[config.mk]
export PLATFORM = sky130hd
export DESIGN_NAME = rx_hdr_fsm
export DESIGN_NICKNAME = d
export VERILOG_FILES = /design/src/gbe_rx_ctrl_pkg.sv /design/src/rx_hdr_fsm.sv
export VERILOG_INCLUDE_DIRS = /design/src
export SDC_FILE = /design/constraint.sdc
export NUM_CORES = 1
export LEC_CHECK = 0
export ABC_AREA = 1
export BUFFER_PORTS_ARGS = -buffer_cell sky130_fd_sc_hd__buf_2
export CAP_MARGIN = 25
export CELL_PAD_IN_SITES_DETAIL_PLACEMENT = 1
export CELL_PAD_IN_SITES_GLOBAL_PLACEMENT = 1
export CORE_AREA = 5 5 42 44
export CTS_CLUSTER_SIZE = 14
export DETAILED_ROUTE_END_ITERATION = 7
export DIE_AREA = 0 0 47 49
export PLACE_DENSITY = 0.68
export SYNTH_ARGS = -nofsm -noshare
export SYNTH_HDL_FRONTEND = slang
export SYNTH_SLANG_ARGS = --single-unit
[constraint.sdc]
create_clock -name mac_clk -period 1.6 [get_ports mac_clk]
set_input_delay 0.16 -clock mac_clk [delete_from_list [all_inputs] [get_ports mac_clk]]
set_output_delay 0.16 -clock mac_clk [all_outputs]
set_load 0.05 [all_outputs]
[src/gbe_rx_defines.svh]
`ifndef GBE_RX_DEFINES_SVH
`define GBE_RX_DEFINES_SVH

// section lengths in bytes
`define GBE_MAC_HDR_LEN      14
`define GBE_IP_HDR_LEN       20
`define GBE_UDP_HDR_LEN      8

// field offsets, counted from the start of their own section
`define GBE_ETH_DST_OFS      0
`define GBE_MAC_ADDR_LEN     6
`define GBE_ETH_TYPE_OFS     12
`define GBE_IP_VER_OFS       0
`define GBE_IP_PROTO_OFS     9
`define GBE_IP_SRC_OFS       12
`define GBE_IP_DST_OFS       16
`define GBE_UDP_SRC_OFS      0
`define GBE_UDP_DST_OFS      2

// match values
`define GBE_ETHERTYPE_IPV4   16'h0800
`define GBE_IP_VER_IHL       8'h45
`define GBE_IP_PROTO_UDP     8'h11

`define GBE_PKT_FIFO_DEPTH   2048
`define GBE_CTRL_FIFO_DEPTH  32

`endif

[src/gbe_rx_ctrl_pkg.sv]
`default_nettype none

package gbe_rx_ctrl_pkg;

  // position of the header walk within a frame
  typedef enum logic [2:0] {
    HDR_IDLE = 3'd0,
    HDR_ETH  = 3'd1,
    HDR_IP   = 3'd2,
    HDR_UDP  = 3'd3,
    HDR_DATA = 3'd4
  } hdr_state_t;

  // whether the writer may start putting frames into the FIFOs
  typedef enum logic {
    ADMIT_RUN     = 1'b0,
    ADMIT_BLOCKED = 1'b1
  } admit_state_t;

endpackage

`default_nettype wire

[src/rx_hdr_fsm.sv]
`default_nettype none

`include "gbe_rx_defines.svh"

module rx_hdr_fsm (
  input  logic                        mac_clk,
  input  logic                        mac_rst,
  input  logic                        mac_rx_dvld,
  input  logic [5:0]                  byte_idx,
  output logic                        cnt_clr,
  output gbe_rx_ctrl_pkg::hdr_state_t hdr_state
);

  import gbe_rx_ctrl_pkg::*;

  hdr_state_t state_nxt;

  // hdr_state lags the MAC input by one register, so in a header state
  // mac_rx_dvld already tells whether another byte follows
  always_comb begin
    state_nxt = hdr_state;
    cnt_clr   = 1'b0;
    case (hdr_state)
      HDR_IDLE: begin
        if (mac_rx_dvld) begin
          state_nxt = HDR_ETH;
          cnt_clr   = 1'b1;
        end
      end
      HDR_ETH: begin
        if (byte_idx == 6'(`GBE_MAC_HDR_LEN - 1)) begin
          state_nxt = HDR_IP;
          cnt_clr   = 1'b1;
        end
      end
      HDR_IP: begin
        if (byte_idx == 6'(`GBE_IP_HDR_LEN - 1)) begin
          state_nxt = HDR_UDP;
          cnt_clr   = 1'b1;
        end
      end
      HDR_UDP: begin
        if (byte_idx == 6'(`GBE_UDP_HDR_LEN - 1)) begin
          state_nxt = HDR_DATA;
          cnt_clr   = 1'b1;
        end
      end
      HDR_DATA: begin
        if (!mac_rx_dvld) begin
          state_nxt = HDR_IDLE;
        end
      end
      default: begin
        state_nxt = HDR_IDLE;
      end
    endcase
    // runt frame, the header was cut short or there is no payload
    if (hdr_state != HDR_IDLE && !mac_rx_dvld) begin
      state_nxt = HDR_IDLE;
      cnt_clr   = 1'b0;
    end
  end

  always_ff @(posedge mac_clk) begin
    if (mac_rst) begin
      hdr_state <= HDR_IDLE;
    end else begin
      hdr_state <= state_nxt;
    end
  end

endmodule

`default_nettype wire

==> results of run 1 <==
## layout make-up
type / instances / share of cell area, %
Inverter: 14 / 11.3
Tap cell: 16 / 4.29
Timing Repair Buffer: 12 / 15.0
Clock buffer: 4 / 5.63
Sequential cell: 3 / 13.7
Multi-Input combinational cell: 43 / 50.1
## layout by cell type, fill, tap and decap left out
cell / n
nand2_2: 5
o22ai_1: 1
o22ai_2: 1
nor2_4: 4
buf_8: 1
inv_1: 13
nor2_1: 9
nand2_1: 13
dfxtp_2: 3
clkbuf_4: 3
nand3_1: 4
nor2_2: 5
clkbuf_1: 1
inv_2: 1
a21oi_1: 1
buf_2: 11
## critical path, cell delays in order (launching register included)
cell and delay, ns:
dfxtp_2 0.34, inv_1 0.08, nand2_2 0.08, nor2_4 0.12
inv_2 0.04, o22ai_1 0.13, nor2_1 0.09, nor2_4 0.09
buf_8 0.15
## power by group
| group | internal, mW | switching, mW |
|---|---|---|
| Clock | 0.0932 | 0.0367 |
| Sequential | 0.117 | 0.0509 |
| Combinational | 0.227 | 0.482 |
| Total | 0.437 | 0.569 |
## per-layer routing
| layer | part of all wire, % | wire length, um | track usage [%] | vias up |
|---|---|---|---|---|
| met5 | 0 | 0 | 0 | - |
| met4 | 0.88 | 8 | 5.53 | 0 |
| met3 | 3.0 | 27 | 4.43 | 2 |
| met2 | 50 | 453 | 14.0 | 5 |
| met1 | 46 | 420 | 10.9 | 177 |
| li1 | - | - | - | 208 |
## per-stage QoR
| stage | worst slack [ns] | std cells |
|---|---|---|
| 2_1_floorplan | 0.0176 | 60 |
| 3_3_place_gp | 0.214 | 88 |
| 3_5_place_dp | 0.163 | 88 |
| 4_1_cts | 0.00422 | 92 |
| 5_1_grt | -0.0199 | 92 |
| 6_report | 0.0790 | 92 |
## how the worst max path moves through the flow
stage / depth (start not counted) / slack [ns] / to / startpoint
global placement: 8 / 0.21 / cnt_clr / hdr_state[2]
detailed placement: 8 / 0.16 / cnt_clr / hdr_state[2]
CTS: 8 / 0.004 / cnt_clr / hdr_state[2]
global route: 8 / -0.02 / cnt_clr / hdr_state[0]
floorplan: 6 / 0.02 / cnt_clr / hdr_state[1]
finish: 8 / 0.08 / cnt_clr / hdr_state[2]
## timing repair
action,in CTS,in global routing
endpoints found under the setup margin,1,1
gates resized for setup,2,11
hold buffers,0,0
hold endpoints to repair,0,0
pin swaps,1,3
## logic make-up after synthesis
logic type	count (synthesis)	share of synthesized area, %
compound gates	3	5.55
buf+inv	14	16.7
flops	3	19.0
simple gates	40	58.7
==> results.json, run 1 <==
{
  "wl_per_cell_um": 9.88,
  "worstRegToRegCells": 9,
  "netlist_area_sq_um": 315,
  "reg2reg_from": "hdr_state[1]",
  "place_area_sq_um": 404,
  "synth-seq-cells": 3,
  "nNetsFinal": 86,
  "coreArea_sq_um": 1400,
  "top_register": "hdr_state",
  "outcome": "finished clean",
  "wl_um": 909,
  "fin_crit_sh_pct": 95.1,
  "critPathKind": "reg2out",
  "irDropWorstVdd_mv": 0.981,
  "hold_viol": 0,
  "die_width_um": 47,
  "yosys_warnings": 0,
  "vias": 392,
  "start_kind": "flip-flop",
  "worst_setup_path_end_kind": "output port",
  "dieHeight_um": 49,
  "largest_reg_flops": 3,
  "drc": 0,
  "initial_utilization_pct": 22.5,
  "portBuffers": 12,
  "tns_ns": 0,
  "min-delay-start": "mac_rst",
  "grt_remaining_overflow": 0,
  "grt_pass1_wl_mm": 1.59,
  "finalClockSkew_ns": 0.00314,
  "finalCoreUtilization_pct": 33.3,
  "gp_congestion": 0.829,
  "first_global_vias": 403,
  "reg2reg_to": "hdr_state[2]",
  "antenna_found_initial": 0,
  "fmax_ghz": 0.657,
  "synthTopCellsByArea": "dfxtp_1, inv_1, nand2_1",
  "insertion_delay_ns": 0.23,
  "required_ns": 1.44,
  "final_area_sq_um": 467,
  "nFillCells": 206,
  "syn2layout_area_growth_pct": 48.0,
  "synth_area_leader_cell": "dfxtp_1",
  "track_usage_pct": 9.55,
  "hp-class": "in2reg",
  "synth_commonest_cells": "inv_1, nand2_1, nor2_1, nand2_2, nand3_1",
  "boundaryPins": 13,
  "regArea_sq_um": 63.8,
  "cts_buffer_depth": 2,
  "synth_cell_type_count": 10,
  "drive_gt1_share_pct": 44.7,
  "synthArstFlopShare_pct": 0,
  "syn-num-nets": 69,
  "syn_area_per_cell_sq_um": 5.26,
  "leakage_nw": 0.251,
  "numCtsBuffers": 3,
  "clock_sinks": 3,
  "cts.clk_slew.worst_paths_ns": 0.04,
  "powerDensity_nw_per_um2": 2160,
  "multi_input_area_sq_um": 234,
  "netlist.area_leader.share_pct": 19.0,
  "antenna_cells": 0,
  "drt_pass1_iterations": 2,
  "ant_nets": 0,
  "worst-endpoint-arrival_ns": 1.36,
  "holdPathEnd": "hdr_state[1]",
  "finalPower_mw": 1.01,
  "die_area_sq_um": 2300,
  "cts-root-buf": "clkbuf_4",
  "drt-initial-drc-count": 3,
  "max_slew_margin_pct": 83.5,
  "ys_seq_area_share_pct": 19.0,
  "holdWs_ns": 0.207,
  "maxCapViolCount": 0,
  "top_regs": "hdr_state (3)",
  "synth_flop_cell": "dfxtp_1",
  "cts_tree": "done",
  "via_per_inst": 4.26,
  "synth_edf_count": 0,
  "finalMaxSlewViolations": 0,
  "setup_violations": 0,
  "finalCriticalPeriod_ns": 1.52,
  "dp_hpwl_um": 718,
  "rrSetupSlack_ns": 0.37,
  "synthCells": 60,
  "critPathMaxFanout": 5,
  "grt_max_degree": 6,
  "min_path_cells": 4,
  "core.rowCount": 14,
  "htreeDepth": 1,
  "worstMarginPinSlew_ns": 0.249,
  "postCtsSetupBuffers": 0
}
No activity file was read; power rests on OpenSTA's default activity.
==> run 2: changes to the inputs <==
--- a/config.mk
+++ b/config.mk
@@ -11,10 +11,11 @@
 export CAP_MARGIN = 25
 export CELL_PAD_IN_SITES_DETAIL_PLACEMENT = 1
 export CELL_PAD_IN_SITES_GLOBAL_PLACEMENT = 1
-export CORE_AREA = 5 5 42 44
+export CORE_AREA = 2 2 39 41
 export CTS_CLUSTER_SIZE = 14
 export DETAILED_ROUTE_END_ITERATION = 7
-export DIE_AREA = 0 0 47 49
+export DIE_AREA = 0 0 41 43
+export HOLD_SLACK_MARGIN = 0.06
 export PLACE_DENSITY = 0.68
 export SYNTH_ARGS = -nofsm -noshare
 export SYNTH_HDL_FRONTEND = slang
==> constraint.sdc (replaced) <==
create_clock -name mac_clk -period 1.6 [get_ports mac_clk]
set_input_delay 0.16 -clock mac_clk [delete_from_list [all_inputs] [get_ports mac_clk]]
set_output_delay 0.16 -clock mac_clk [all_outputs]
set_load 0.005 [all_outputs]
==> run 2 against run 1 <==
Against the previous run:
- maximum frequency is 3.6% higher
- clock skew is 0.00081 ns higher
- sequential share of layout area is 0.37 points higher
- critical endpoint unchanged
==> results.json, run 2 (same netlist as run 1, synthesis figures left out) <==
{
  "clock_sinks": 3,
  "outcome": "finished clean",
  "setup_violations": 0,
  "cts.clk_slew.worst_paths_ns": 0.04,
  "track_usage_pct": 11.2,
  "postCtsSetupBuffers": 0,
  "holdPathEnd": "hdr_state[0]",
  "syn2layout_area_growth_pct": 38.5,
  "cts_resized": 0,
  "cts_buffer_depth": 2,
  "boundaryPins": 13,
  "finalCoreUtilization_pct": 31.6,
  "irDropWorstVdd_mv": 0.783,
  "first_global_vias": 368,
  "portBuffers": 12,
  "powerDensity_nw_per_um2": 1720,
  "via_per_inst": 4.13,
  "top_register": "hdr_state",
  "wl_per_cell_um": 8.77,
  "drive_gt1_share_pct": 36.8,
  "antenna_found_initial": 0,
  "hold_viol": 0,
  "worst_setup_path_end_kind": "output port",
  "largest_reg_flops": 3,
  "finalPower_uw": 751,
  "intPower_uw": 387,
  "min_path_cells": 4,
  "comb_power_share_pct": 62.6,
  "die_area_sq_um": 1760,
  "insertion_delay_ns": 0.23,
  "grt_pass1_wl_mm": 1.37,
  "final_cell_mix": "inv_1, nand2_1, buf_2",
  "dieHeight_um": 43,
  "drc": 0,
  "critPathKind": "reg2out",
  "setup_slack_ns": 0.132,
  "initial_utilization_pct": 22.8,
  "hp-class": "in2reg",
  "max_slew_margin_pct": 88.2,
  "cts_hold_buf": 0,
  "wl_um": 807,
  "maxCapViolCount": 0,
  "required_ns": 1.44,
  "p_clk_share_pct": 17.1,
  "reg2reg_from": "hdr_state[1]",
  "finalMaxSlewViolations": 0,
  "drt-initial-drc-count": 4,
  "netSwitchingFraction_pct": 48.5,
  "worstRegToRegCells": 9,
  "netSwitchingPower_uw": 364,
  "numCtsBuffers": 3,
  "rsz0062_at_grt": "false",
  "htreeDepth": 1,
  "fin_crit_sh_pct": 91.7,
  "finalCriticalPeriod_ns": 1.47,
  "tns_ns": 0,
  "grt_remaining_overflow": 0,
  "seqPwrFrac_pct": 20.3,
  "core.rowCount": 14,
  "reg2reg_to": "hdr_state[0]",
  "critPathMaxFanout": 5,
  "drt_pass1_iterations": 2,
  "vias": 380,
  "min-delay-start": "mac_rst",
  "gp_congestion": 0.779,
  "top_regs": "hdr_state (3)",
  "start_kind": "flip-flop",
  "ant_nets": 0,
  "cts-root-buf": "clkbuf_4",
  "finalClockSkew_ns": 0.00395,
  "antenna_cells": 0,
  "post-place-ws_ns": 0.316,
  "leakage_nw": 0.247,
  "coreArea_sq_um": 1380,
  "rrSetupSlack_ns": 0.36,
  "die_width_um": 41,
  "cts_tree": "done",
  "dp_hpwl_um": 715,
  "nNetsFinal": 86,
  "worstMarginPinSlew_ns": 0.177,
  "fmax_ghz": 0.681,
  "worst-endpoint-arrival_ns": 1.31,
  "grt_max_degree": 6
}
run 2: how the worst max path moves through the flow:
stage	from	cells past startpoint	end	slack, ns
5_1_grt	hdr_state[1]	7	cnt_clr	0.01
3_3_place_gp	hdr_state[2]	8	cnt_clr	0.32
6_report	hdr_state[2]	8	cnt_clr	0.13
4_1_cts	hdr_state[2]	8	cnt_clr	0.07
2_1_floorplan	hdr_state[2]	7	cnt_clr	0.51
3_5_place_dp	hdr_state[2]	8	cnt_clr	0.32
run 2: layout make-up:
type                    instances  area, sq um
repair buffers                 12         60.1
multi-input cells              43          216
clock buffers                   4         26.3
inverters                      14         52.6
fillers                       197          947
well taps                      16         20.0
flip-flops and latches          3         61.3
run 2: through the flow:
step                      instances  cell area, sq um  hold WS, ns
final                            92               437        0.221
after global routing             92               437        0.220
after CTS                        92               422        0.226
after detailed placement         88               395        0.470
after global placement           88               395        0.466
after floorplan                  60               315        0.316
run 2: worst max-delay path, cell delays in order, from the launching register on:
cell     delay [ns]
dfxtp_1        0.34
inv_1          0.06
nand2_1        0.07
nor2_1         0.12
inv_1          0.07
o22ai_1        0.18
nor2_1         0.06
nor2_1         0.07
buf_2          0.11
run 2: power groups by stage:
stage | clock network [mW] | logic, mW | registers (mW)
global placement | 0 | 0.447 | 0.146
CTS | 0.133 | 0.455 | 0.145
finish | 0.128 | 0.470 | 0.153
detailed placement | 0 | 0.453 | 0.146
global route | 0.147 | 0.537 | 0.156
floorplan | 0 | 0.335 | 0.144
run 2: routing by layer:
| metal | routed length (um) | GRT usage, % | share of wire, % | vias up |
|---|---|---|---|---|
| met5 | 0 | 0 | 0 | - |
| met4 | 0 | 0 | 0 | 0 |
| met3 | 25 | 6.28 | 3.1 | 0 |
| met2 | 410 | 19.1 | 51 | 6 |
| met1 | 371 | 12.5 | 46 | 168 |
| li1 | - | - | - | 206 |
==> run 3: changes to the inputs <==
--- a/config.mk
+++ b/config.mk
@@ -6,7 +6,6 @@
 export SDC_FILE = /design/constraint.sdc
 export NUM_CORES = 1
 export LEC_CHECK = 0
-export ABC_AREA = 1
 export BUFFER_PORTS_ARGS = -buffer_cell sky130_fd_sc_hd__buf_2
 export CAP_MARGIN = 25
 export CELL_PAD_IN_SITES_DETAIL_PLACEMENT = 1
@@ -16,7 +15,8 @@
 export DETAILED_ROUTE_END_ITERATION = 7
 export DIE_AREA = 0 0 41 43
 export HOLD_SLACK_MARGIN = 0.06
-export PLACE_DENSITY = 0.68
+export PLACE_DENSITY = 0.58
+export SETUP_SLACK_MARGIN = 0.05
 export SYNTH_ARGS = -nofsm -noshare
 export SYNTH_HDL_FRONTEND = slang
 export SYNTH_SLANG_ARGS = --single-unit
==> run 3 against run 2 <==
Against the previous run:
- die area unchanged
- cell count is 29% lower
- critical path depth is 4 lower
- clock power rose by 8%
- utilization down 5.2 points
- largest cell class unchanged
==> results.json, run 3 <==
{
  "outcome": "finished clean",
  "synthArstFlopShare_pct": 0,
  "syn2layout_area_growth_pct": 36.4,
  "drt_pass1_iterations": 2,
  "top_regs": "hdr_state (3)",
  "instances_no_fill": 65,
  "finalPower_uw": 269,
  "syn_area_per_cell_sq_um": 7.65,
  "min_path_cells": 2,
  "maxCapViolCount": 0,
  "critPathKind": "reg2out",
  "first_global_vias": 283,
  "crit_chain": "nand3_2, nand3_1, and3_1, buf_2",
  "start_kind": "flip-flop",
  "insertion_delay_ns": 0.23,
  "cts_resized": 0,
  "via_per_inst": 4.68,
  "final_cell_mix": "buf_2, nand3_1, inv_1, clkbuf_4, dfxtp_1",
  "top_register": "hdr_state",
  "synth_flop_cell": "dfxtp_1",
  "worst_setup_path_end_kind": "output port",
  "post-place-ws_ns": 0.339,
  "worstMarginPinSlew_ns": 0.296,
  "ant_nets": 0,
  "holdWs_ns": 0.122,
  "boundaryPins": 13,
  "nNetsFinal": 59,
  "crit_path_start": "hdr_state[1]",
  "wl_um": 672,
  "reg2reg_from": "hdr_state[1]",
  "crit_path_top_delay_cell": "dfxtp_1",
  "powerDensity_nw_per_um2": 737,
  "place_area_sq_um": 339,
  "placed_cells": 61,
  "fin_crit_sh_pct": 87.6,
  "crit_end": "cnt_clr",
  "netlist.area_leader.share_pct": 22.4,
  "worstRegToRegCells": 3,
  "netlist_area_sq_um": 268,
  "cts.clk_slew.worst_paths_ns": 0.04,
  "finalMaxSlewViolations": 0,
  "leakage_nw": 0.145,
  "ys_seq_area_share_pct": 22.4,
  "slowest_delay_ns": 0.48,
  "cts_buffer_depth": 2,
  "dieHeight_um": 43,
  "hold_viol": 0,
  "irDropWorstVdd_mv": 0.199,
  "antenna_cells": 0,
  "core.rowCount": 14,
  "setup_violations": 0,
  "synth_area_leader_cell": "dfxtp_1",
  "synth_commonest_cells": "nand3_1, dfxtp_1, inv_1",
  "antenna_found_initial": 0,
  "synth_cell_type_count": 22,
  "tns_ns": 0,
  "fmax_ghz": 0.714,
  "drt-initial-drc-count": 2,
  "setup_slack_ns": 0.199,
  "track_usage_pct": 10.4,
  "grt_pass1_wl_mm": 1.21,
  "initial_utilization_pct": 19.3,
  "grt_max_degree": 10,
  "yosysMostFrequentCell": "nand3_1",
  "required_ns": 1.44,
  "rsz0062_at_grt": "false",
  "portBuffers": 12,
  "vias": 304,
  "reg2reg_to": "hdr_state[1]",
  "worst-endpoint-arrival_ns": 1.24,
  "cts_tree": "done",
  "gp_congestion": 0.643,
  "yosys_warnings": 0,
  "numCtsBuffers": 3,
  "finalClockSkew_ns": 0.000133,
  "grt_remaining_overflow": 0,
  "final_area_sq_um": 365,
  "synthCells": 35,
  "rrSetupSlack_ns": 0.43,
  "htreeDepth": 1,
  "finalCriticalPeriod_ns": 1.40,
  "layout_commonest_cell": "buf_2",
  "coreArea_sq_um": 1380,
  "cts-root-buf": "clkbuf_4",
  "synth_edf_count": 0,
  "finalCoreUtilization_pct": 26.4,
  "die_width_um": 41,
  "hp-class": "in2reg",
  "largest_reg_flops": 3,
  "die_area_sq_um": 1760,
  "max_slew_margin_pct": 80.3,
  "synthTopCellsByArea": "dfxtp_1, and4bb_2, nand3_1",
  "drive_gt1_share_pct": 42.9,
  "postCtsSetupBuffers": 0,
  "critPathMaxFanout": 9,
  "synth-seq-cells": 3,
  "clock_sinks": 3,
  "drc": 0,
  "syn-num-nets": 44,
  "wl_per_cell_um": 10.3,
  "cts_hold_buf": 0
}
-- run 3: cell types whose count changed in the layout (fill, tap and decap cells not counted), moves of 2 or more --
cell      previous run  this run
nor2_2               5         0
nor2b_1              0         2
inv_1               14         3
nand2_1             14         2
o21ai_0              0         2
nand2_2              4         0
nor2_4               2         0
a211oi_1             0         2
and4bb_2             0         2
nor2_1              11         2
-- run 3: worst max-delay path, delay by kind of cell (launching register included) --
| family | cells | cell delay, ns |
|---|---|---|
| buffers and inverters | 1 | 0.10 |
| DFF | 1 | 0.48 |
| and+or+nand+nor | 3 | 0.43 |
-- run 3: worst min path at each step --
stage	from	endpoint
global placement	mac_rst	hdr_state[2]
floorplan	mac_rst	hdr_state[2]
CTS	mac_rst	hdr_state[2]
finish	mac_rst	hdr_state[2]
global route	mac_rst	hdr_state[2]
detailed placement	mac_rst	hdr_state[2]
-- run 3: layout make-up --
class,count,area [sq um]
multi-input combinational,27,188
clock buffer,4,26.3
inverter,3,11.3
fill,178,1020
timing repair buffer,12,60.1
tap,16,20.0
sequential,3,60.1
-- run 3: power breakdown --
part | internal [mW] | total, mW | switching (mW)
sequential | 0.0780 | 0.0841 | 0.00616
clock | 0.0938 | 0.138 | 0.0442
combinational | 0.0247 | 0.0472 | 0.0225
-- run 3: layer usage --
metal / GRT usage [%] / up-vias / routed length [um]
met4: 6.00 / 0 / 0
li1: - / 158 / -
met5: 0 / - / 0
met2: 12.5 / 11 / 313
met1: 14.7 / 135 / 315
met3: 4.71 / 0 / 43
-- run 3: cells by family (layout without fill, tap and decap cells) --
| kind of cell | after synthesis | count (layout) | share of synthesized area (%) |
|---|---|---|---|
| AOI/OAI and AO/OA | 10 | 10 | 27.1 |
| buffers and inverters | 5 | 19 | 7.47 |
| DFF | 3 | 3 | 22.4 |
| and+or+nand+nor | 17 | 17 | 43.0 |
