[config.mk]
export PLATFORM = sky130hd
export DESIGN_NAME = hdr_filter
export DESIGN_NICKNAME = d
export VERILOG_FILES = /design/src/gbe_frame_pkg.sv /design/src/gbe_rx_ctrl_pkg.sv /design/src/hdr_filter.sv
export VERILOG_INCLUDE_DIRS = /design/src
export SDC_FILE = /design/constraint.sdc
export NUM_CORES = 1
export LEC_CHECK = 0
export ABC_AREA = 1
export BUFFER_PORTS_ARGS = -buffer_cell sky130_fd_sc_hd__buf_2
export CORE_MARGIN = 4
export CORE_UTILIZATION = 35
export DETAILED_ROUTE_END_ITERATION = 7
export PLACE_DENSITY = 0.7
export SYNTH_ARGS = -nofsm -noshare
export SYNTH_HDL_FRONTEND = slang
export SYNTH_SLANG_ARGS = --single-unit
[constraint.sdc]
create_clock -name mac_clk -period 3.1 [get_ports mac_clk]
set_clock_uncertainty 0.05 [all_clocks]
set_input_delay 0.465 -clock mac_clk [delete_from_list [all_inputs] [get_ports mac_clk]]
set_output_delay 0.465 -clock mac_clk [all_outputs]
set_load 0.01 [all_outputs]
[src/gbe_rx_defines.svh]
`ifndef GBE_RX_DEFINES_SVH
`define GBE_RX_DEFINES_SVH

// section lengths in bytes
`define GBE_MAC_HDR_LEN      14
`define GBE_IP_HDR_LEN       20
`define GBE_UDP_HDR_LEN      8

// field offsets, counted from the start of their own section
`define GBE_ETH_DST_OFS      0
`define GBE_MAC_ADDR_LEN     6
`define GBE_ETH_TYPE_OFS     12
`define GBE_IP_VER_OFS       0
`define GBE_IP_PROTO_OFS     9
`define GBE_IP_SRC_OFS       12
`define GBE_IP_DST_OFS       16
`define GBE_UDP_SRC_OFS      0
`define GBE_UDP_DST_OFS      2

// match values
`define GBE_ETHERTYPE_IPV4   16'h0800
`define GBE_IP_VER_IHL       8'h45
`define GBE_IP_PROTO_UDP     8'h11

`define GBE_PKT_FIFO_DEPTH   2048
`define GBE_CTRL_FIFO_DEPTH  32

`endif

[src/gbe_frame_pkg.sv]
`default_nettype none

package gbe_frame_pkg;

  // one payload byte as stored in the packet FIFO
  typedef struct packed {
    logic [7:0] data;
    // last byte of the frame
    logic       eof;
    // MAC flagged the frame as bad, only valid together with eof
    logic       bad;
  } pkt_word_t;

  // per-frame sender information, one entry per accepted frame
  typedef struct packed {
    logic [31:0] src_ip;
    logic [15:0] src_port;
  } ctrl_word_t;

endpackage

`default_nettype wire

[src/gbe_rx_ctrl_pkg.sv]
`default_nettype none

package gbe_rx_ctrl_pkg;

  // position of the header walk within a frame
  typedef enum logic [2:0] {
    HDR_IDLE = 3'd0,
    HDR_ETH  = 3'd1,
    HDR_IP   = 3'd2,
    HDR_UDP  = 3'd3,
    HDR_DATA = 3'd4
  } hdr_state_t;

  // whether the writer may start putting frames into the FIFOs
  typedef enum logic {
    ADMIT_RUN     = 1'b0,
    ADMIT_BLOCKED = 1'b1
  } admit_state_t;

endpackage

`default_nettype wire

[src/hdr_filter.sv]
`default_nettype none

`include "gbe_rx_defines.svh"

module hdr_filter (
  input  logic                        mac_clk,
  input  logic                        mac_rst,
  input  gbe_rx_ctrl_pkg::hdr_state_t hdr_state,
  input  logic [5:0]                  byte_idx,
  input  logic [7:0]                  hdr_byte,
  input  logic                        local_enable,
  input  logic [47:0]                 local_mac,
  input  logic [31:0]                 local_ip,
  input  logic [15:0]                 local_port,
  output logic                        frame_ok,
  output gbe_frame_pkg::ctrl_word_t   ctrl_info
);

  import gbe_rx_ctrl_pkg::*;

  localparam logic [15:0] ETHERTYPE_C = `GBE_ETHERTYPE_IPV4;

  logic [5:0]  mac_pos;
  logic [5:0]  type_pos;
  logic [5:0]  ip_pos;
  logic [5:0]  port_pos;
  logic [5:0]  sip_pos;
  logic [5:0]  sport_pos;
  logic [47:0] mac_shift;
  logic [15:0] type_shift;
  logic [31:0] ip_shift;
  logic [15:0] port_shift;
  logic        byte_ok;
  logic        chk_ok;
  logic        en_r;
  logic        en_rr;
  hdr_state_t  state_r;

  // byte position relative to each field, wraps to large values before it
  assign mac_pos   = byte_idx - 6'(`GBE_ETH_DST_OFS);
  assign type_pos  = byte_idx - 6'(`GBE_ETH_TYPE_OFS);
  assign ip_pos    = byte_idx - 6'(`GBE_IP_DST_OFS);
  assign port_pos  = byte_idx - 6'(`GBE_UDP_DST_OFS);
  assign sip_pos   = byte_idx - 6'(`GBE_IP_SRC_OFS);
  assign sport_pos = byte_idx - 6'(`GBE_UDP_SRC_OFS);

  // expected byte sits in bits [7:0], fields go out MSB first
  assign mac_shift  = local_mac >> {3'(`GBE_MAC_ADDR_LEN - 1) - mac_pos[2:0], 3'b000};
  assign type_shift = ETHERTYPE_C >> {~type_pos[0], 3'b000};
  assign ip_shift   = local_ip >> {2'd3 - ip_pos[1:0], 3'b000};
  assign port_shift = local_port >> {~port_pos[0], 3'b000};

  always_comb begin
    byte_ok = 1'b1;
    case (hdr_state)
      HDR_ETH: begin
        // broadcast bytes pass on their own
        if (mac_pos < 6'(`GBE_MAC_ADDR_LEN)) begin
          byte_ok = (hdr_byte == mac_shift[7:0]) || (hdr_byte == 8'hff);
        end else if (type_pos < 6'd2) begin
          byte_ok = hdr_byte == type_shift[7:0];
        end
      end
      HDR_IP: begin
        if (byte_idx == 6'(`GBE_IP_VER_OFS)) begin
          byte_ok = hdr_byte == `GBE_IP_VER_IHL;
        end else if (byte_idx == 6'(`GBE_IP_PROTO_OFS)) begin
          byte_ok = hdr_byte == `GBE_IP_PROTO_UDP;
        end else if (ip_pos < 6'd4) begin
          byte_ok = hdr_byte == ip_shift[7:0];
        end
      end
      HDR_UDP: begin
        if (port_pos < 6'd2) begin
          byte_ok = hdr_byte == port_shift[7:0];
        end
      end
      default: begin
        byte_ok = 1'b1;
      end
    endcase
  end

  // enable crosses in from outside the receive path, retime it
  always_ff @(posedge mac_clk) begin
    en_r  <= local_enable;
    en_rr <= en_r;
  end

  // one register stage on the checks, the state travels with them
  always_ff @(posedge mac_clk) begin
    chk_ok <= en_rr && byte_ok;
  end

  always_ff @(posedge mac_clk) begin
    if (mac_rst) begin
      state_r  <= HDR_IDLE;
      frame_ok <= 1'b1;
    end else begin
      state_r <= hdr_state;
      case (state_r)
        HDR_IDLE: frame_ok <= 1'b1;
        HDR_ETH, HDR_IP, HDR_UDP: frame_ok <= frame_ok && chk_ok;
        default: frame_ok <= frame_ok;
      endcase
    end
  end

  // sender fields shift in MSB first
  always_ff @(posedge mac_clk) begin
    if (hdr_state == HDR_IP && sip_pos < 6'd4) begin
      ctrl_info.src_ip <= {ctrl_info.src_ip[23:0], hdr_byte};
    end
    if (hdr_state == HDR_UDP && sport_pos < 6'd2) begin
      ctrl_info.src_port <= {ctrl_info.src_port[7:0], hdr_byte};
    end
  end

endmodule

`default_nettype wire

==> results of run 1 <==
[logic make-up (layout without fill, tap and decap cells)]
kind of cell | Yosys count | after routing
xor+xnor | 7 | 7
simple gates | 310 | 310
buf+inv | 73 | 234
flops | 55 | 55
fa+ha+maj | 1 | 1
compound gates | 16 | 16
[state kept, by name (all words and copies together) (netlist names)]
| signal | cells |
|---|---|
| en_rr | 1 |
| state_r | 3 |
| chk_ok | 1 |
| en_r | 1 |
| frame_ok | 1 |
| ctrl_info | 48 |
[cell usage after synthesis]
master                     instances
sky130_fd_sc_hd__a311oi_1          2
sky130_fd_sc_hd__o211ai_1          2
sky130_fd_sc_hd__nor2_2            1
sky130_fd_sc_hd__o41ai_1           1
sky130_fd_sc_hd__buf_4             5
sky130_fd_sc_hd__and3_1            1
sky130_fd_sc_hd__inv_1            53
sky130_fd_sc_hd__nor2_1           17
sky130_fd_sc_hd__inv_2             1
sky130_fd_sc_hd__a21oi_1           3
sky130_fd_sc_hd__edfxtp_1         48
sky130_fd_sc_hd__dfxtp_1           7
sky130_fd_sc_hd__nand3_1          49
sky130_fd_sc_hd__nor3_1            7
sky130_fd_sc_hd__nand2_1         224
sky130_fd_sc_hd__o21ai_0           6
sky130_fd_sc_hd__nand2_2           3
sky130_fd_sc_hd__a31oi_1           1
sky130_fd_sc_hd__nor4_1            2
sky130_fd_sc_hd__buf_2             6
sky130_fd_sc_hd__clkinv_1          2
sky130_fd_sc_hd__clkbuf_1          1
sky130_fd_sc_hd__a21oi_2           1
sky130_fd_sc_hd__buf_6             3
sky130_fd_sc_hd__xor2_1            7
sky130_fd_sc_hd__ha_1              1
sky130_fd_sc_hd__nand4_1           6
sky130_fd_sc_hd__inv_4             2
[where the power goes]
group | internal, mW | switching [mW]
Sequential | 0.803 | 0.00240
Combinational | 0.132 | 0.197
Clock | 0.159 | 0.214
[layout make-up]
| type | instances | share of cell area (%) |
|---|---|---|
| Clock inverter | 2 | 0.288 |
| Multi-Input combinational cell | 334 | 33.2 |
| Tap cell | 129 | 3.71 |
| Sequential cell | 55 | 36.4 |
| Timing Repair Buffer | 168 | 19.6 |
| Clock buffer | 6 | 1.67 |
| Inverter | 58 | 5.13 |
[stage by stage]
| step | utilization [%] | worst slack (ns) | cells |
|---|---|---|---|
| 2_1_floorplan | - | 0.588 | 462 |
| 3_3_place_gp | 45.9 | 0.793 | 744 |
| 3_5_place_dp | 45.9 | 0.731 | 744 |
| 4_1_cts | 46.8 | 1.05 | 752 |
| 5_1_grt | 46.8 | 0.770 | 752 |
| 6_report | 46.8 | 1.02 | 752 |
[path summary, 6_finish.rpt]
check	start	endpoint	slack, ns
setup reg to reg	ctrl_info[1]$_DFFE_PP_	ctrl_info[9]$_DFFE_PP_	2.38
hold reg to reg	en_r$_DFF_P_	en_rr$_DFF_P_	0.29
hold / removal	local_enable	en_r$_DFF_P_	0.21
setup / recovery	byte_idx[0]	chk_ok$_DFF_P_	1.02
[routing by layer]
layer	vias up	track usage, %
met3	17	4.29
li1	1781	-
met5	-	0
met4	2	5.00
met1	1585	22.7
met2	175	30.3
==> out/summary.txt, run 1 <==
ROUTING
-----------------------------------------------------------------------------------------------------------------
M1 wire length                                                                                            4310 um
Detailed-route via count                                                                                     3560
Vias per Instance                                                                                            4.73
Count of antenna-violating nets left after detailed routing                                                     0
Highest signal layer in the routed design                                                                    met5
Sum of met3 wire segment lengths after detailed routing                                                    947 um
Final routed DRC violation total                                                                                0
Drt pass-1 iters                                                                                                4
Post-DR wirelength/cell                                                                                   13.6 um
Final Routed Wirelength                                                                                  10200 um
Met2 WL                                                                                                   4770 um
1st-iter DRT viols                                                                                            181

LOGIC SYNTHESIS
-----------------------------------------------------------------------------------------------------------------
Portion of the post-synthesis area used by sequential elements                                              47.2%
Synthesized cell area                                                                                0.00335 mm^2
Dominant combinational cell family by area after synthesis                                           simple AND/OR/NAND/NOR gates
Synth warn                                                                                                      0
Synth Area in XOR/XNOR                                                                                      1.83%
Compound-gate portion of the synthesized area                                                               3.02%
Arithmetic-cell share of the synthesized area counting full adders, half adders and majority gates         0.373%
Leading area contributor after synthesis                                                             sky130_fd_sc_hd__edfxtp_1
Syn Area/Cell                                                                                           7.25 um^2
Post-synthesis net count                                                                                      579
Count of distinct cell types in the synthesized netlist                                                        28
Synthesized instance count                                                                                    462
Simple logic cell fraction of the synthesized area                                                          37.8%
Fraction of synthesized cell area taken by the top area cell type                                           43.0%
Synth top area cells                                                                                 sky130_fd_sc_hd__edfxtp_1 (43%), sky130_fd_sc_hd__nand2_1 (25%), sky130_fd_sc_hd__nand3_1 (7.3%)
Synthesis-stage register bit count                                                                             55
Mux contribution to synthesized area                                                                           0%

SETUP PATH
-----------------------------------------------------------------------------------------------------------------
Critical path's largest stage delay                                                                       0.44 ns
Critical path start-end classification                                                               input pin to register
Critical Path RT                                                                                          3.29 ns
Maximum fanout count along the critical path                                                                   31
Crit end category                                                                                        register
CP max-delay cell                                                                                    sky130_fd_sc_hd__buf_2
Arrival time at the worst endpoint                                                                        2.27 ns
Top cell family by delay on the critical path                                                        buffers and inverters
Register-to-Register Path Depth                                                                                 0
Crit start category                                                                                     input pin
Buf/Inv on CP                                                                                                   3
Worst path cell trace                                                                                buf_2 > buf_4 > nand2_2 > inv_2 > nand2_1 > o211ai_1 > nand3_1 > nand2_1 > nand2_1 > nor2_1 > nand2_1 > nand2_1 > nand2_1 > a21oi_2
Count of cell instances traversed by the critical path                                                         14
Most Frequent Cell on Critical Path                                                                  sky130_fd_sc_hd__nand2_1

POWER AND IR DROP
-----------------------------------------------------------------------------------------------------------------
Leakage power                                                                                             2.31 nW
Max IR drop VDD                                                                                          0.217 mV
Pwr Density                                                                                           347 mW/mm^2
Total design power                                                                                        1.51 mW

DIE
-----------------------------------------------------------------------------------------------------------------
Number of placed I/O pins                                                                                     165
Horiz. Die Dim                                                                                             106 um
# rows                                                                                                         35
Initial cell density of the core                                                                            36.1%
Die H                                                                                                      106 um
Die Area                                                                                              0.0112 mm^2
Total core area                                                                                      0.00928 mm^2

CTS
-----------------------------------------------------------------------------------------------------------------
Clk slew on worst S/H paths                                                                               0.09 ns
CTS hold repair buffers                                                                                         0
H-tree level count                                                                                              2
Number of buffers created by CTS                                                                                5
CTS tree                                                                                                     done
Post-cts gate resize count                                                                                      0
Post-CTS setup repair buffer count                                                                              0
Clock sinks                                                                                                    55
Clock tree root driver cell                                                                          sky130_fd_sc_hd__clkbuf_8
Max clock buf depth                                                                                             2
Clock latency at the later pin of the worst-skew pair                                                     0.30 ns

PLACE
-----------------------------------------------------------------------------------------------------------------
Detailed-placement wirelength estimate                                                                    8110 um
IO buf count                                                                                                  164
Dpl cell area                                                                                        0.00426 mm^2
Routability congestion estimate                                                                             0.852

TIMING
-----------------------------------------------------------------------------------------------------------------
Slew at the pin closest to its max-slew limit                                                            0.773 ns
Worst relative slew slack                                                                                   48.5%
Shortest clock period the worst path allows after layout                                                  2.08 ns
# setup viols final                                                                                             0
Worst hold slack after final layout                                                                      0.211 ns
Total negative slack                                                                                         0 ns
Crit share post-route                                                                                       67.2%
Setup repair after global routing missed its margin                                                         false
Final Slew Violations                                                                                           0
Maximum clock rate                                                                                        480 MHz
Hold Violations, Final                                                                                          0

GLOBAL ROUTING
-----------------------------------------------------------------------------------------------------------------
Number of global-route vias before repair                                                                    3520
Total track usage                                                                                           17.9%
Initial antenna violation count                                                                                 1
Global-route wire length before repair                                                                   16400 um
Largest net degree at the start of global routing                                                              41
GR Overflow Total                                                                                               0

LAYOUT
-----------------------------------------------------------------------------------------------------------------
Inserted Diodes                                                                                                 0
FF+latch area                                                                                        0.00158 mm^2
Final cell area excluding filler cells                                                               0.00435 mm^2
Count of filler cells inserted in the layout                                                                  981
# nets final                                                                                                  739
Share of post-route cells with drive strength above 1                                                       29.4%
Most frequent standard cell in the layout excluding fill and tap cells                               sky130_fd_sc_hd__nand2_1
Multi-input combinational cell area                                                                  0.00144 mm^2
Leading cell types in the layout, fill and taps excluded                                             sky130_fd_sc_hd__nand2_1 (224), sky130_fd_sc_hd__buf_2 (164), sky130_fd_sc_hd__inv_1 (53)
Synthesis-to-layout area growth                                                                             29.7%

OUTCOME
-----------------------------------------------------------------------------------------------------------------
Status                                                                                               finished clean

HOLD PATH
-----------------------------------------------------------------------------------------------------------------
Path type of the worst min-delay path                                                                input pin to register
Hold Path Depth                                                                                                 1

RUN
-----------------------------------------------------------------------------------------------------------------
Number of maximum-capacitance constraint violations                                                             0

(Power assumes the default switching activity.)
==> run 2: changes to the inputs <==
--- a/config.mk
+++ b/config.mk
@@ -11,7 +11,7 @@
 export CORE_MARGIN = 4
 export CORE_UTILIZATION = 35
 export DETAILED_ROUTE_END_ITERATION = 7
-export PLACE_DENSITY = 0.7
+export PLACE_DENSITY = 0.72
 export SYNTH_ARGS = -nofsm -noshare
 export SYNTH_HDL_FRONTEND = slang
 export SYNTH_SLANG_ARGS = --single-unit
==> constraint.sdc (replaced) <==
create_clock -name mac_clk -period 1.72 [get_ports mac_clk]
set_clock_uncertainty 0.05 [all_clocks]
set_input_delay 0.258 -clock mac_clk [delete_from_list [all_inputs] [get_ports mac_clk]]
set_output_delay 0.258 -clock mac_clk [all_outputs]
set_load 0.01 [all_outputs]
==> run 2 against run 1 <==
  * Cell count rose by 2.4%
  * Sequential power rose by 80%
  * Clock power increased by 91%
  * Sequential cell count unchanged
  * Count of clock-buffer cells in the layout is 1 higher
  * Largest power group unchanged
==> out/summary.txt, run 2 (synthesis gave the netlist of run 1 again) <==
SETUP PATH
-------------------------------------------------------------------------------------
Buf/Inv on CP                                                                       4   was 3
Capture instance of the worst register-to-register path                  ctrl_info[14]$_DFFE_PP_   was ctrl_info[9]$_DFFE_PP_
Minimum setup slack among reg-to-reg paths                                    1.00 ns   was 2.38 ns
Critical path's largest stage delay                                           0.33 ns   was 0.44 ns
Top cell family by delay on the critical path                            simple AND/OR/NAND/NOR gates   was buffers and inverters
CP max-delay cell                                                        sky130_fd_sc_hd__ha_4   was sky130_fd_sc_hd__buf_2
Most Frequent Cell on Critical Path                                      sky130_fd_sc_hd__nand2_1   unchanged
Critical Path RT                                                              1.91 ns   was 3.29 ns
Crit end category                                                            register   unchanged
Crit start category                                                         input pin   unchanged
Worst reg2reg path startpoint                                            ctrl_info[6]$_DFFE_PP_   was ctrl_info[1]$_DFFE_PP_
Register-to-Register Path Depth                                                     0   unchanged
Maximum fanout count along the critical path                                       10   was 31
Arrival time at the worst endpoint                                            1.68 ns   was 2.27 ns
Critical path start-end classification                                   input pin to register   unchanged
Worst path cell trace                                                    buf_2 > inv_8 > ha_4 > clkinv_2 > nand3_1 > nand2_1 > nand2_1 > nand2_1 > inv_1 > nand2_1 > nor2_1 > nand2_1 > nand2_1 > nand2_1 > a21oi_2   was buf_2 > buf_4 > nand2_2 > inv_2 > nand2_1 > o211ai_1 > nand3_1 > nand2_1 > nand2_1 > nor2_1 > nand2_1 > nand2_1 > nand2_1 > a21oi_2

LAYOUT
-------------------------------------------------------------------------------------
Final standard cell count with taps included and fillers excluded                 770   was 752
Top reg by flops                                                            ctrl_info   unchanged
Biggest registers after layout                                           ctrl_info: 48 flops, state_r: 3 flops   unchanged
Inserted Diodes                                                                     0   unchanged
Most frequent standard cell in the layout excluding fill and tap cells   sky130_fd_sc_hd__nand2_1   unchanged
Post-layout utilization of the core                                             49.3%   was 46.8%
Flip-flop count of the largest register, all copies and words added                48   unchanged
Synthesis-to-layout area growth                                                 36.7%   was 29.7%
Share of post-route cells with drive strength above 1                           31.7%   was 29.4%
# nets final                                                                      757   was 739
Leading cell types in the layout, fill and taps excluded                 sky130_fd_sc_hd__nand2_1 (224), sky130_fd_sc_hd__buf_2 (164), sky130_fd_sc_hd__inv_1 (53)   unchanged

TIMING
-------------------------------------------------------------------------------------
Worst relative slew slack                                                       76.1%   was 48.5%
Worst hold slack after final layout                                          0.103 ns   was 0.211 ns
Hold Violations, Final                                                              0   unchanged
Maximum clock rate                                                            674 MHz
# setup viols final                                                                 0   unchanged
Setup repair after global routing missed its margin                             false   unchanged
Slew at the pin closest to its max-slew limit                                0.355 ns   was 0.773 ns
Final Slew Violations                                                               0   unchanged
Smallest setup slack after layout                                            0.235 ns   was 1.02 ns
Crit share post-route                                                           86.3%
Shortest clock period the worst path allows after layout                      1.48 ns

PLACE
-------------------------------------------------------------------------------------
Inst Count DP                                                                     761   was 744
Detailed-placement wirelength estimate                                        8530 um   was 8110 um
Routability congestion estimate                                                 0.858   was 0.852
IO buf count                                                                      164   unchanged
Post-placement worst setup slack                                           -0.0695 ns   was 0.731 ns

CTS
-------------------------------------------------------------------------------------
Clock tree root driver cell                                              sky130_fd_sc_hd__clkbuf_8   unchanged
Clock latency at the later pin of the worst-skew pair                         0.30 ns   about the same
Clock sinks                                                                        55   unchanged
CTS tree                                                                         done   unchanged
Max clock buf depth                                                                 2   unchanged
H-tree level count                                                                  2   unchanged
Clk slew on worst S/H paths                                                   0.10 ns   was 0.09 ns
Number of buffers created by CTS                                                    5   unchanged
Post-CTS setup repair buffer count                                                  0   unchanged

DIE
-------------------------------------------------------------------------------------
# rows                                                                             35   unchanged
Die Area                                                                  0.0112 mm^2   unchanged
Die H                                                                          106 um   unchanged
Horiz. Die Dim                                                                 106 um   unchanged
Total core area                                                          0.00928 mm^2   unchanged
Initial cell density of the core                                                36.1%   unchanged
Number of placed I/O pins                                                         165   unchanged

POWER AND IR DROP
-------------------------------------------------------------------------------------
Pwr Density                                                               613 mW/mm^2   was 347 mW/mm^2
Net switching share of the total power                                          26.7%   was 27.4%
Switching power                                                              0.751 mW   was 0.413 mW
Part of the total power dissipated in combinational logic                       23.0%   was 21.8%
Clock network power share                                                       25.3%   was 24.7%
Leakage power                                                                 2.43 nW   was 2.31 nW
Max IR drop VDD                                                              0.358 mV   was 0.217 mV
Total design power                                                            2.81 mW   was 1.51 mW
Proportion of power drawn by flip-flops and latches                             51.7%   was 53.4%
Cell Int Power                                                                2.06 mW   was 1.09 mW

ROUTING
-------------------------------------------------------------------------------------
Highest signal layer in the routed design                                        met4   was met5
Post-DR wirelength/cell                                                       13.4 um   was 13.6 um
Final routed DRC violation total                                                    0   unchanged
M1 wire length                                                                4260 um   was 4310 um
Count of antenna-violating nets left after detailed routing                         0   unchanged
Detailed-route via count                                                         3567   was 3560
Final Routed Wirelength                                                      10300 um   was 10200 um
Met2 WL                                                                       5050 um   was 4770 um
1st-iter DRT viols                                                                152   was 181
Vias per Instance                                                                4.63   was 4.73
Sum of met3 wire segment lengths after detailed routing                        901 um   was 947 um
Drt pass-1 iters                                                                    4   unchanged

GLOBAL ROUTING
-------------------------------------------------------------------------------------
Total track usage                                                               18.2%   was 17.9%
Global-route wire length before repair                                       16500 um   was 16400 um
GR Overflow Total                                                                   0   unchanged
Largest net degree at the start of global routing                                  33   was 41
Initial antenna violation count                                                     0   was 1
Number of global-route vias before repair                                        3581   was 3520

HOLD PATH
-------------------------------------------------------------------------------------
Hold Path Depth                                                                     2   was 1
Endpoint of the worst hold path                                          state_r[0]$_SDFF_PP0_   was en_r$_DFF_P_
Hold_sp                                                                       mac_rst   was local_enable
Path type of the worst min-delay path                                    input pin to register   unchanged

OUTCOME
-------------------------------------------------------------------------------------
Status                                                                   finished clean   unchanged

RUN
-------------------------------------------------------------------------------------
Number of maximum-capacitance constraint violations                                 0   unchanged

[run 2: power groups by stage]
| stage | sequential (mW) | clock [mW] | combinational [mW] |
|---|---|---|---|
| after floorplan | 1.48 | 0 | 0.374 |
| after global placement | 1.48 | 0 | 0.636 |
| after detailed placement | 1.48 | 0 | 0.643 |
| after CTS | 1.45 | 0.734 | 0.647 |
| after global routing | 1.45 | 0.792 | 0.738 |
| final | 1.45 | 0.712 | 0.645 |
[run 2: metal layers]
metal | GRT usage (%) | vias up
met1 | 22.0 | 1575
li1 | - | 1821
met2 | 32.0 | 159
met5 | 0 | -
met4 | 5.09 | 0
met3 | 4.65 | 12
[run 2: per-stage QoR]
step / TNS, ns / cell area (um^2)
final: 0 / 4580
after global routing: 0 / 4580
after CTS: 0 / 4580
after detailed placement: -0.0695 / 4470
after global placement: -0.0171 / 4470
after floorplan: -0.0439 / 3410
[run 2: repair_timing]
item	in CTS	in global routing
hold buffers	1	0
endpoints found under the hold margin	1	0
resized for setup	0	0
[run 2: worst max path at each step]
| stage | from | end | cells after the start | slack [ns] |
|---|---|---|---|---|
| 2_1_floorplan | byte_idx[1] | chk_ok$_DFF_P_ | 12 | -0.04 |
| 3_3_place_gp | byte_idx[1] | chk_ok$_DFF_P_ | 15 | -0.02 |
| 3_5_place_dp | byte_idx[1] | chk_ok$_DFF_P_ | 15 | -0.07 |
| 4_1_cts | byte_idx[1] | chk_ok$_DFF_P_ | 15 | 0.26 |
| 5_1_grt | byte_idx[0] | chk_ok$_DFF_P_ | 16 | 0.06 |
| 6_report | byte_idx[1] | chk_ok$_DFF_P_ | 15 | 0.24 |
[run 2: layout make-up]
| cell class | instances | area [um^2] |
|---|---|---|
| Inverter | 58 | 229 |
| Clock buffer | 7 | 86.3 |
| Timing Repair Buffer | 186 | 1050 |
| Tap cell | 129 | 161 |
| Sequential cell | 55 | 1580 |
| Fill cell | 993 | 4700 |
| Clock inverter | 1 | 8.76 |
| Multi-Input combinational cell | 334 | 1460 |
